<file path="src/hw/mdu_pkg.sv">
// shared widths, opcode and state enums, and request/writeback structs for the multiply/divide unit
`default_nettype none

package mdu_pkg;

    localparam int DATA_W      = 32;
    localparam int DIV_CYCLES  = 32;  // one quotient bit per cycle
    localparam int MULT_STAGES = 2;

    // counter widths derived from the latencies above
    localparam int DIV_CNT_W  = $clog2(DIV_CYCLES);
    localparam int MULT_CNT_W = (MULT_STAGES > 1) ? $clog2(MULT_STAGES) : 1;

    // core-side opcodes, OP_NONE means no request this cycle
    typedef enum logic [2:0] {
        OP_NONE  = 3'd0,
        OP_MULT  = 3'd1,
        OP_MULTU = 3'd2,
        OP_DIV   = 3'd3,
        OP_DIVU  = 3'd4,
        OP_MTHI  = 3'd5,
        OP_MTLO  = 3'd6
    } mdu_op_e;

    typedef enum logic [1:0] {
        ST_IDLE = 2'd0,
        ST_MULT = 2'd1,  // waiting on multiplier pipe
        ST_DIV  = 2'd2   // waiting on div_done
    } mdu_state_e;

    typedef struct packed {
        mdu_op_e             op;
        logic [DATA_W-1:0]   a;
        logic [DATA_W-1:0]   b;
    } mdu_req_t;

    // one write into the hi/lo pair
    typedef struct packed {
        logic                wen_hi;
        logic                wen_lo;
        logic [DATA_W-1:0]   hi;
        logic [DATA_W-1:0]   lo;
    } hilo_wr_t;

    // multiplier: product halves
    // divider: remainder in hi, quotient in lo
    typedef struct packed {
        logic [DATA_W-1:0]   hi;
        logic [DATA_W-1:0]   lo;
    } mdu_result_t;

endpackage

`default_nettype wire

</file>
<file path="src/hw/mdu_ctrl.sv">
// request acceptance, busy tracking and hi/lo writeback selection; sits between core and datapaths
`timescale 1ns/1ns
`default_nettype none

module mdu_ctrl import mdu_pkg::*; (
    input  wire logic         clk,
    input  wire logic         rst_n,
    input  wire mdu_req_t     req,
    input  wire logic         flush,
    input  wire mdu_result_t  mult_res,
    input  wire mdu_result_t  div_res,
    input  wire logic         div_done,
    output logic              mult_start,
    output logic              div_start,
    output logic              is_signed,
    output hilo_wr_t          hilo_wr,
    output logic              ready
);

    mdu_state_e              state;
    logic [MULT_CNT_W-1:0]   mult_cnt;   // cycles left until product lands
    logic                    go;         // accepted and not flushed
    logic                    is_mult;
    logic                    is_div;

    // pending move, written one edge after acceptance
    logic                    mv_wen_hi;
    logic                    mv_wen_lo;
    logic [DATA_W-1:0]       mv_data;

    assign ready   = (state == ST_IDLE);
    assign go      = ready && (req.op != OP_NONE) && !flush;
    assign is_mult = (req.op == OP_MULT) || (req.op == OP_MULTU);
    assign is_div  = (req.op == OP_DIV) || (req.op == OP_DIVU);

    assign mult_start = go && is_mult;
    assign div_start  = go && is_div;
    assign is_signed  = (req.op == OP_MULT) || (req.op == OP_DIV);

    always_ff @(posedge clk)
    begin
        if (!rst_n)
        begin
            state    <= ST_IDLE;
            mult_cnt <= '0;
        end
        else
        begin
            case (state)
                ST_IDLE:
                begin
                    if (mult_start)
                    begin
                        state    <= ST_MULT;
                        mult_cnt <= MULT_CNT_W'(MULT_STAGES - 1);
                    end
                    else if (div_start)
                        state <= ST_DIV;
                end
                ST_MULT:
                begin
                    if (flush || mult_cnt == '0)
                        state <= ST_IDLE;
                    else
                        mult_cnt <= mult_cnt - 1'b1;
                end
                ST_DIV:
                begin
                    if (flush || div_done)
                        state <= ST_IDLE;  // divider may still run after a flush
                end
                default: state <= ST_IDLE;
            endcase
        end
    end

    always_ff @(posedge clk)
    begin
        if (!rst_n)
        begin
            mv_wen_hi <= 1'b0;
            mv_wen_lo <= 1'b0;
        end
        else
        begin
            mv_wen_hi <= go && (req.op == OP_MTHI);
            mv_wen_lo <= go && (req.op == OP_MTLO);
        end
    end

    always_ff @(posedge clk)
    begin
        mv_data <= req.a;
    end

    // moves and completions never overlap, a move only follows an idle cycle
    always_comb
    begin
        hilo_wr = '{wen_hi: mv_wen_hi, wen_lo: mv_wen_lo, hi: mv_data, lo: mv_data};
        if (state == ST_MULT && mult_cnt == '0 && !flush)
            hilo_wr = '{wen_hi: 1'b1, wen_lo: 1'b1, hi: mult_res.hi, lo: mult_res.lo};
        else if (state == ST_DIV && div_done && !flush)
            hilo_wr = '{wen_hi: 1'b1, wen_lo: 1'b1, hi: div_res.hi, lo: div_res.lo};
    end

endmodule

`default_nettype wire

</file>
<file path="src/hw/mdu_div.sv">
// iterative radix-2 restoring divider with sign fix-up; done pulses one cycle with result valid
`timescale 1ns/1ns
`default_nettype none

module mdu_div import mdu_pkg::*; (
    input  wire logic               clk,
    input  wire logic               rst_n,
    input  wire logic               start,
    input  wire logic               is_signed,
    input  wire logic [DATA_W-1:0]  a,
    input  wire logic [DATA_W-1:0]  b,
    output mdu_result_t             res,
    output logic                    done
);

    logic                    busy;
    logic [DIV_CNT_W-1:0]    cnt;
    logic                    last_step;

    logic [DATA_W-1:0]       rem;
    logic [DATA_W-1:0]       quo;    // shifts out dividend, shifts in quotient
    logic [DATA_W-1:0]       dvsr;
    logic [DATA_W-1:0]       a_q;    // original dividend for divide by zero
    logic                    q_neg;
    logic                    r_neg;
    logic                    b_zero;

    logic [DATA_W-1:0]       a_mag;
    logic [DATA_W-1:0]       b_mag;
    logic [DATA_W:0]         rem_shift;
    logic [DATA_W+1:0]       diff;
    logic                    fits;
    logic [DATA_W-1:0]       quo_fix;
    logic [DATA_W-1:0]       rem_fix;

    // magnitudes; -(-2^31) still fits unsigned
    assign a_mag = (is_signed && a[DATA_W-1]) ? -a : a;
    assign b_mag = (is_signed && b[DATA_W-1]) ? -b : b;

    assign rem_shift = {rem, quo[DATA_W-1]};
    assign diff      = {1'b0, rem_shift} - {2'b00, dvsr};
    assign fits      = !diff[DATA_W+1];  // no borrow, keep the difference
    assign last_step = (cnt == DIV_CNT_W'(DIV_CYCLES - 1));

    always_ff @(posedge clk)
    begin
        if (!rst_n)
        begin
            busy <= 1'b0;
            cnt  <= '0;
            done <= 1'b0;
        end
        else if (start)
        begin
            busy <= 1'b1;  // a new start restarts any run in progress
            cnt  <= '0;
            done <= 1'b0;
        end
        else
        begin
            done <= busy && last_step;
            if (busy)
            begin
                cnt <= cnt + 1'b1;
                if (last_step)
                    busy <= 1'b0;
            end
        end
    end

    always_ff @(posedge clk)
    begin
        if (start)
        begin
            rem    <= '0;
            quo    <= a_mag;
            dvsr   <= b_mag;
            a_q    <= a;
            q_neg  <= is_signed && (a[DATA_W-1] ^ b[DATA_W-1]);
            r_neg  <= is_signed && a[DATA_W-1];
            b_zero <= (b == '0);
        end
        else if (busy)
        begin
            rem <= fits ? diff[DATA_W-1:0] : rem_shift[DATA_W-1:0];
            quo <= {quo[DATA_W-2:0], fits};
        end
    end

    // sign fix-up, remainder follows the dividend
    assign quo_fix = q_neg ? -quo : quo;
    assign rem_fix = r_neg ? -rem : rem;

    always_comb
    begin
        if (b_zero)
        begin
            res.hi = a_q;
            res.lo = '1;
        end
        else
        begin
            res.hi = rem_fix;
            res.lo = quo_fix;
        end
    end

endmodule

`default_nettype wire

</file>
<file path="src/hw/mdu_hilo.sv">
// HI/LO architectural registers with independent write enables and a combinational read select
`timescale 1ns/1ns
`default_nettype none

module mdu_hilo import mdu_pkg::*; (
    input  wire logic               clk,
    input  wire logic               rst_n,
    input  wire hilo_wr_t           wr,
    input  wire logic               read_hi,
    output logic [DATA_W-1:0]       rd_data
);

    logic [DATA_W-1:0] hi_q;
    logic [DATA_W-1:0] lo_q;

    always_ff @(posedge clk)
    begin
        if (!rst_n)
        begin
            hi_q <= '0;
            lo_q <= '0;
        end
        else
        begin
            if (wr.wen_hi)
                hi_q <= wr.hi;
            if (wr.wen_lo)
                lo_q <= wr.lo;
        end
    end

    assign rd_data = read_hi ? hi_q : lo_q;  // no bypass of a same-cycle write

endmodule

`default_nettype wire

</file>
<file path="src/hw/mdu_mult.sv">
// two-stage signed/unsigned 32x32 multiplier; operands captured on start, product two cycles later
`timescale 1ns/1ns
`default_nettype none

module mdu_mult import mdu_pkg::*; (
    input  wire logic               clk,
    input  wire logic               rst_n,
    input  wire logic               start,
    input  wire logic               is_signed,
    input  wire logic [DATA_W-1:0]  a,
    input  wire logic [DATA_W-1:0]  b,
    output mdu_result_t             res
);

    logic                      s1_vld;
    logic signed [DATA_W:0]    s1_a;   // sign or zero extended
    logic signed [DATA_W:0]    s1_b;
    logic signed [2*DATA_W+1:0] prod;

    always_ff @(posedge clk)
    begin
        if (!rst_n)
            s1_vld <= 1'b0;
        else
            s1_vld <= start;
    end

    // stage one
    always_ff @(posedge clk)
    begin
        if (start)
        begin
            s1_a <= {is_signed & a[DATA_W-1], a};
            s1_b <= {is_signed & b[DATA_W-1], b};
        end
    end

    // 33x33 signed covers both flavours
    assign prod = s1_a * s1_b;

    // stage two
    always_ff @(posedge clk)
    begin
        if (s1_vld)
        begin
            res.hi <= prod[2*DATA_W-1:DATA_W];
            res.lo <= prod[DATA_W-1:0];
        end
    end

endmodule

`default_nettype wire

</file>
<file path="src/hw/mdu_top.sv">
// multiply/divide unit top level; wires control, multiplier, divider and hi/lo file to the core
`timescale 1ns/1ns
`default_nettype none

module mdu_top import mdu_pkg::*; (
    input  wire logic               clk,
    input  wire logic               rst_n,
    input  wire mdu_req_t           req,
    input  wire logic               read_hi,
    input  wire logic               flush,
    output logic [DATA_W-1:0]       rd_data,
    output logic                    ready
);

    logic         mult_start;
    logic         div_start;
    logic         is_signed;
    logic         div_done;
    mdu_result_t  mult_res;
    mdu_result_t  div_res;
    hilo_wr_t     hilo_wr;

    mdu_ctrl u_ctrl (
        .clk        (clk),
        .rst_n      (rst_n),
        .req        (req),
        .flush      (flush),
        .mult_res   (mult_res),
        .div_res    (div_res),
        .div_done   (div_done),
        .mult_start (mult_start),
        .div_start  (div_start),
        .is_signed  (is_signed),
        .hilo_wr    (hilo_wr),
        .ready      (ready)
    );

    // operands go straight from the core, captured on the start pulse
    mdu_mult u_mult (
        .clk        (clk),
        .rst_n      (rst_n),
        .start      (mult_start),
        .is_signed  (is_signed),
        .a          (req.a),
        .b          (req.b),
        .res        (mult_res)
    );

    mdu_div u_div (
        .clk        (clk),
        .rst_n      (rst_n),
        .start      (div_start),
        .is_signed  (is_signed),
        .a          (req.a),
        .b          (req.b),
        .res        (div_res),
        .done       (div_done)
    );

    mdu_hilo u_hilo (
        .clk        (clk),
        .rst_n      (rst_n),
        .wr         (hilo_wr),
        .read_hi    (read_hi),
        .rd_data    (rd_data)
    );

endmodule

`default_nettype wire

</file>
<file path="config.mk">
export PLATFORM = sky130hd
export DESIGN_NAME = mdu_top
export DESIGN_NICKNAME = d
export VERILOG_FILES = /design/src/hw/mdu_pkg.sv /design/src/hw/mdu_ctrl.sv /design/src/hw/mdu_div.sv /design/src/hw/mdu_hilo.sv /design/src/hw/mdu_mult.sv /design/src/hw/mdu_top.sv
export SDC_FILE = /design/constraint.sdc
export NUM_CORES = 2
export LEC_CHECK = 0
export ABC_AREA = 1
export BUFFER_PORTS_ARGS = -buffer_cell sky130_fd_sc_hd__clkbuf_2
export CORE_UTILIZATION = 30
export DETAILED_ROUTE_END_ITERATION = 16
export MAX_ROUTING_LAYER = met4
export PLACE_DENSITY = 0.49
export REMOVE_ABC_BUFFERS = 1
export SLEW_MARGIN = 5
export SYNTH_ARGS = -nofsm -noshare
export SYNTH_HDL_FRONTEND = slang
export SYNTH_HIERARCHICAL = 1
export SYNTH_SLANG_ARGS = --single-unit
</file>
<file path="constraint.sdc">
create_clock -name clk -period 15.05 [get_ports clk]
set_input_delay 2.2575 -clock clk [delete_from_list [all_inputs] [get_ports clk]]
set_output_delay 2.2575 -clock clk [all_outputs]
set_load 0.02 [all_outputs]
</file>
==> summary.md <==
Timing would allow up to 119 MHz. The slew at the pin with the worst max-slew slack is 1.04 ns, and the global-route usage over all layers is 22.4%. Detailed placement finished with a half-perimeter wire length of 174000 um. For the effective utilization at floorplan, the log shows 30.3%. The run finished with clean final reports. The final non-filler cell total is 10700, and the post-layout minimum cycle time is 8.43 ns.

The post-detailed-route wirelength per cell is 20.9 um. Prior to clock tree synthesis, the placed netlist has a worst setup slack of 6.53 ns. Headroom to the max-slew limit came out at 30.6%. The tools report the count of final setup violators as 0. Ranked by total cell area, the synthesized netlist is headed by sky130_fd_sc_hd__fa_1, sky130_fd_sc_hd__nand2_1, sky130_fd_sc_hd__inv_1. The worst setup path is of the flip-flop to flip-flop kind. Synthesis produced 8088 cells. Buffers added to address setup during post-CTS repair amount to 0. Counting cells, the worst reg-to-reg path comes to 23. Count of TritonRoute iterations in the first routing pass: 6. The worst hold path was traced through 2 stages. TritonCTS built the clock tree. The arrival time of the worst setup path was 8.82 ns; the insertion delay of the later-clocked pin in the worst-skew pair was 0.64 ns. The relative area change from synthesis to final layout came out at 7.32%.

The clock net in this run drives a total of 370 sinks. After the last flow step, the layout net total stands at 9412. The die covers 0.209 mm^2. The total of cells resized after clock tree synthesis came out at 0. Dividing the detail-routed via count by the number of cells gives 4.71.

After synthesis, the mean cell area works out to 7.68 um^2. For the via count of the routed design, the log shows 50400. Sorting the synthesized cells by how often they occur yields sky130_fd_sc_hd__nand2_1, sky130_fd_sc_hd__inv_1, sky130_fd_sc_hd__fa_1.

After clock tree synthesis, the clock-pin slew on the worst setup and hold paths is 0.06 ns. Routability-driven placement finished with a final weighted congestion of 0.931. No sink is reached through more buffers than the 3 on the longest clock path. The logs give 0 for the count of maximum capacitance violations and 10600 for the count of placed standard cells including taps. The critical path goes through buf_4, nand2_1, inv_1, fa_1, fa_1, fa_1, inv_1, fa_1, inv_1, fa_1, fa_1, fa_1, inv_1, fa_1, inv_1, ha_1, nand2_1, nor2_1, inv_1, o21ai_0, a21oi_1, nand4_1, nand2_1.

Among the stages of the critical path, the cell type that occurs most often is sky130_fd_sc_hd__fa_1. After synthesis, the share of flip-flops with an asynchronous set or reset is 0%. The count of final hold-check violations is 0, and the initial antenna violation count is 14. After synthesis the cells add up to 0.0621 mm^2. The aggregate global routing overflow is 0, and the count of flip-flops with a built-in enable after synthesis is 229.

The logs give 54000 for the number of global-route vias before repair and 54 for the count of different cell masters after synthesis. The synthesized design contains 370 register bits. After filler insertion, the fill cell instance count of the layout stands at 21900. The starting DRC count in detailed routing was 3699. Summing all placed instances gives a cell area of 0.0650 mm^2.

Yosys printed 6 warnings. The die height was 457 um; the count of boundary I/O pins was 104. The share of final-layout standard cells stronger than drive strength 1 was 5.83%. The sum of negative setup slack was 0 ns; the largest driver fanout on the critical path was 33.

For this design, the slowest cell found on the critical path is sky130_fd_sc_hd__fa_1. The portion of the clock cycle consumed by the worst path in the final layout works out to 56.0%. In this run the clock root is driven by a sky130_fd_sc_hd__clkbuf_16. The logs give 0.205 mm^2 for the area of the core region and 0.0666 mm^2 for the summed area of non-filler cells in the final layout. The H-tree was split into 2 levels. For the total count of max-transition violations in the final report, the log shows 0. The logs give 0 for the total DRC errors in the routed layout and 0.0385 ns for the final setup skew. The kind of path behind the tightest hold check is flip-flop to flip-flop.

In this run, post-CTS hold repair placed 0 buffers. The antenna violation net count after detailed routing is 0. The first-pass GRT wire length came out at 342000 um. For the pin count of the biggest net entering global routing, the log shows 70.

The post-synthesis sequential area ratio is 15.6%. TritonCTS created 49 clock buffers. The initialized floorplan defines 166 standard-cell rows.

The most used flip-flop cell after synthesis is sky130_fd_sc_hd__edfxtp_1. STA classifies the critical path startpoint as a flip-flop. The biggest area contributor in the post-synthesis netlist is sky130_fd_sc_hd__fa_1. The capturing element type of the critical path was a flip-flop. Among all cell types in the netlist, the one instantiated most often is sky130_fd_sc_hd__nand2_1. In this run the horizontal extent of the chip is 457 um. The routed design has 223000 um of wire. During placement, the flow inserted port buffers numbering 103. The run gives 15.44 ns as the required time of the worst setup path. The share of synthesized area in the top cell type comes to 36.3%. The largest stage delay on the critical path works out to 0.91 ns. Once routing completed, OpenROAD measured the worst setup slack at 6.62 ns. Setup repair after global routing left no endpoint under its margin.
## area by class of cell
class / count / area, um^2 / area share (%)
multi-input combinational: 5225 / 42700 / 64.1
tap: 2688 / 3360 / 5.05
clock inverter: 24 / 223 / 0.334
sequential: 370 / 9700 / 14.6
inverter: 2119 / 7960 / 11.9
clock buffer: 67 / 1430 / 2.14
timing repair buffer: 200 / 1240 / 1.87
antenna: 5 / 12.5 / 0.0188
## routing by layer
metal | global-route usage, % | wire, um
met1 | 28.7 | 97800
met2 | 37.8 | 108000
met3 | 1.70 | 10100
met5 | - | 0
met4 | 6.29 | 7260
## worst paths after layout
check	from	end	slack, ns
max	u_mult/s1_b[0]$_DFFE_PP_	u_mult/res[61]$_DFFE_PP_	6.62
min	u_hilo/lo_q[19]$_SDFFE_PN0P_	u_hilo/lo_q[19]$_SDFFE_PN0P_	0.47
max reg2reg	u_mult/s1_b[0]$_DFFE_PP_	u_mult/res[61]$_DFFE_PP_	6.62
min reg2reg	u_hilo/lo_q[19]$_SDFFE_PN0P_	u_hilo/lo_q[19]$_SDFFE_PN0P_	0.47
## cell usage in the layout (no fill, tap or decap), types with 9 or more instances in the layout
master and n:
sky130_fd_sc_hd__nor2_2 48, sky130_fd_sc_hd__nor2_1 435, sky130_fd_sc_hd__inv_1 2096, sky130_fd_sc_hd__nand3b_1 11, sky130_fd_sc_hd__buf_4 97, sky130_fd_sc_hd__clkbuf_2 103
sky130_fd_sc_hd__nand3_2 24, sky130_fd_sc_hd__o21ai_1 35, sky130_fd_sc_hd__a21oi_1 141, sky130_fd_sc_hd__clkbuf_1 9, sky130_fd_sc_hd__clkinv_2 12, sky130_fd_sc_hd__nor3_1 38
sky130_fd_sc_hd__clkbuf_16 53, sky130_fd_sc_hd__xor2_1 78, sky130_fd_sc_hd__ha_1 250, sky130_fd_sc_hd__nand3_1 243, sky130_fd_sc_hd__o21bai_1 19, sky130_fd_sc_hd__nor2_4 9
sky130_fd_sc_hd__fa_1 1126, sky130_fd_sc_hd__xnor2_1 39, sky130_fd_sc_hd__edfxtp_1 229, sky130_fd_sc_hd__nand4_1 114, sky130_fd_sc_hd__inv_2 18, sky130_fd_sc_hd__nand2_2 49
sky130_fd_sc_hd__nand2_1 2324, sky130_fd_sc_hd__dfxtp_1 139, sky130_fd_sc_hd__or2_2 14, sky130_fd_sc_hd__a31oi_1 10, sky130_fd_sc_hd__o21ai_0 154
## cell families after synthesis
group / after synthesis / synth area share (%)
DFF: 370 / 15.6
adders and majority gates: 1376 / 41.4
AOI/OAI and AO/OA: 396 / 3.48
xor gates and xnor gates: 117 / 1.65
buffers and inverters: 2493 / 15.6
and+or+nand+nor: 3336 / 22.2
## critical path: cells and delay by family, from the launching register on
kind | cells | cell delay, ns
AOI/OAI and AO/OA | 2 | 0.56
buffers and inverters | 7 | 1.33
adders and majority gates | 9 | 5.30
DFF | 1 | 0.32
and+or+nand+nor | 5 | 0.65
## per-stage QoR
stage / utilization [%] / hold slack (ns)
after floorplan: - / 0.444
after global placement: 31.7 / 0.455
after detailed placement: 31.7 / 0.464
after CTS: 32.5 / 0.472
after global routing: 32.5 / 0.496
final: 32.5 / 0.471
## registers in the layout, summed over array words and instances (netlist names), 2 cells and up
name and flops:
u_div/rem 32, u_hilo/lo_q 32, u_hilo/hi_q 32, u_div/dvsr 32, u_div/quo 32, u_mult/s1_b 33, u_div/cnt 5, u_div/a_q 32
u_ctrl/state 2, u_ctrl/mv_data 32, u_mult/res 64, u_mult/s1_a 33
Power is not shown: default switching activity piles up to over one toggle a cycle in this logic, so the estimate is an artifact.
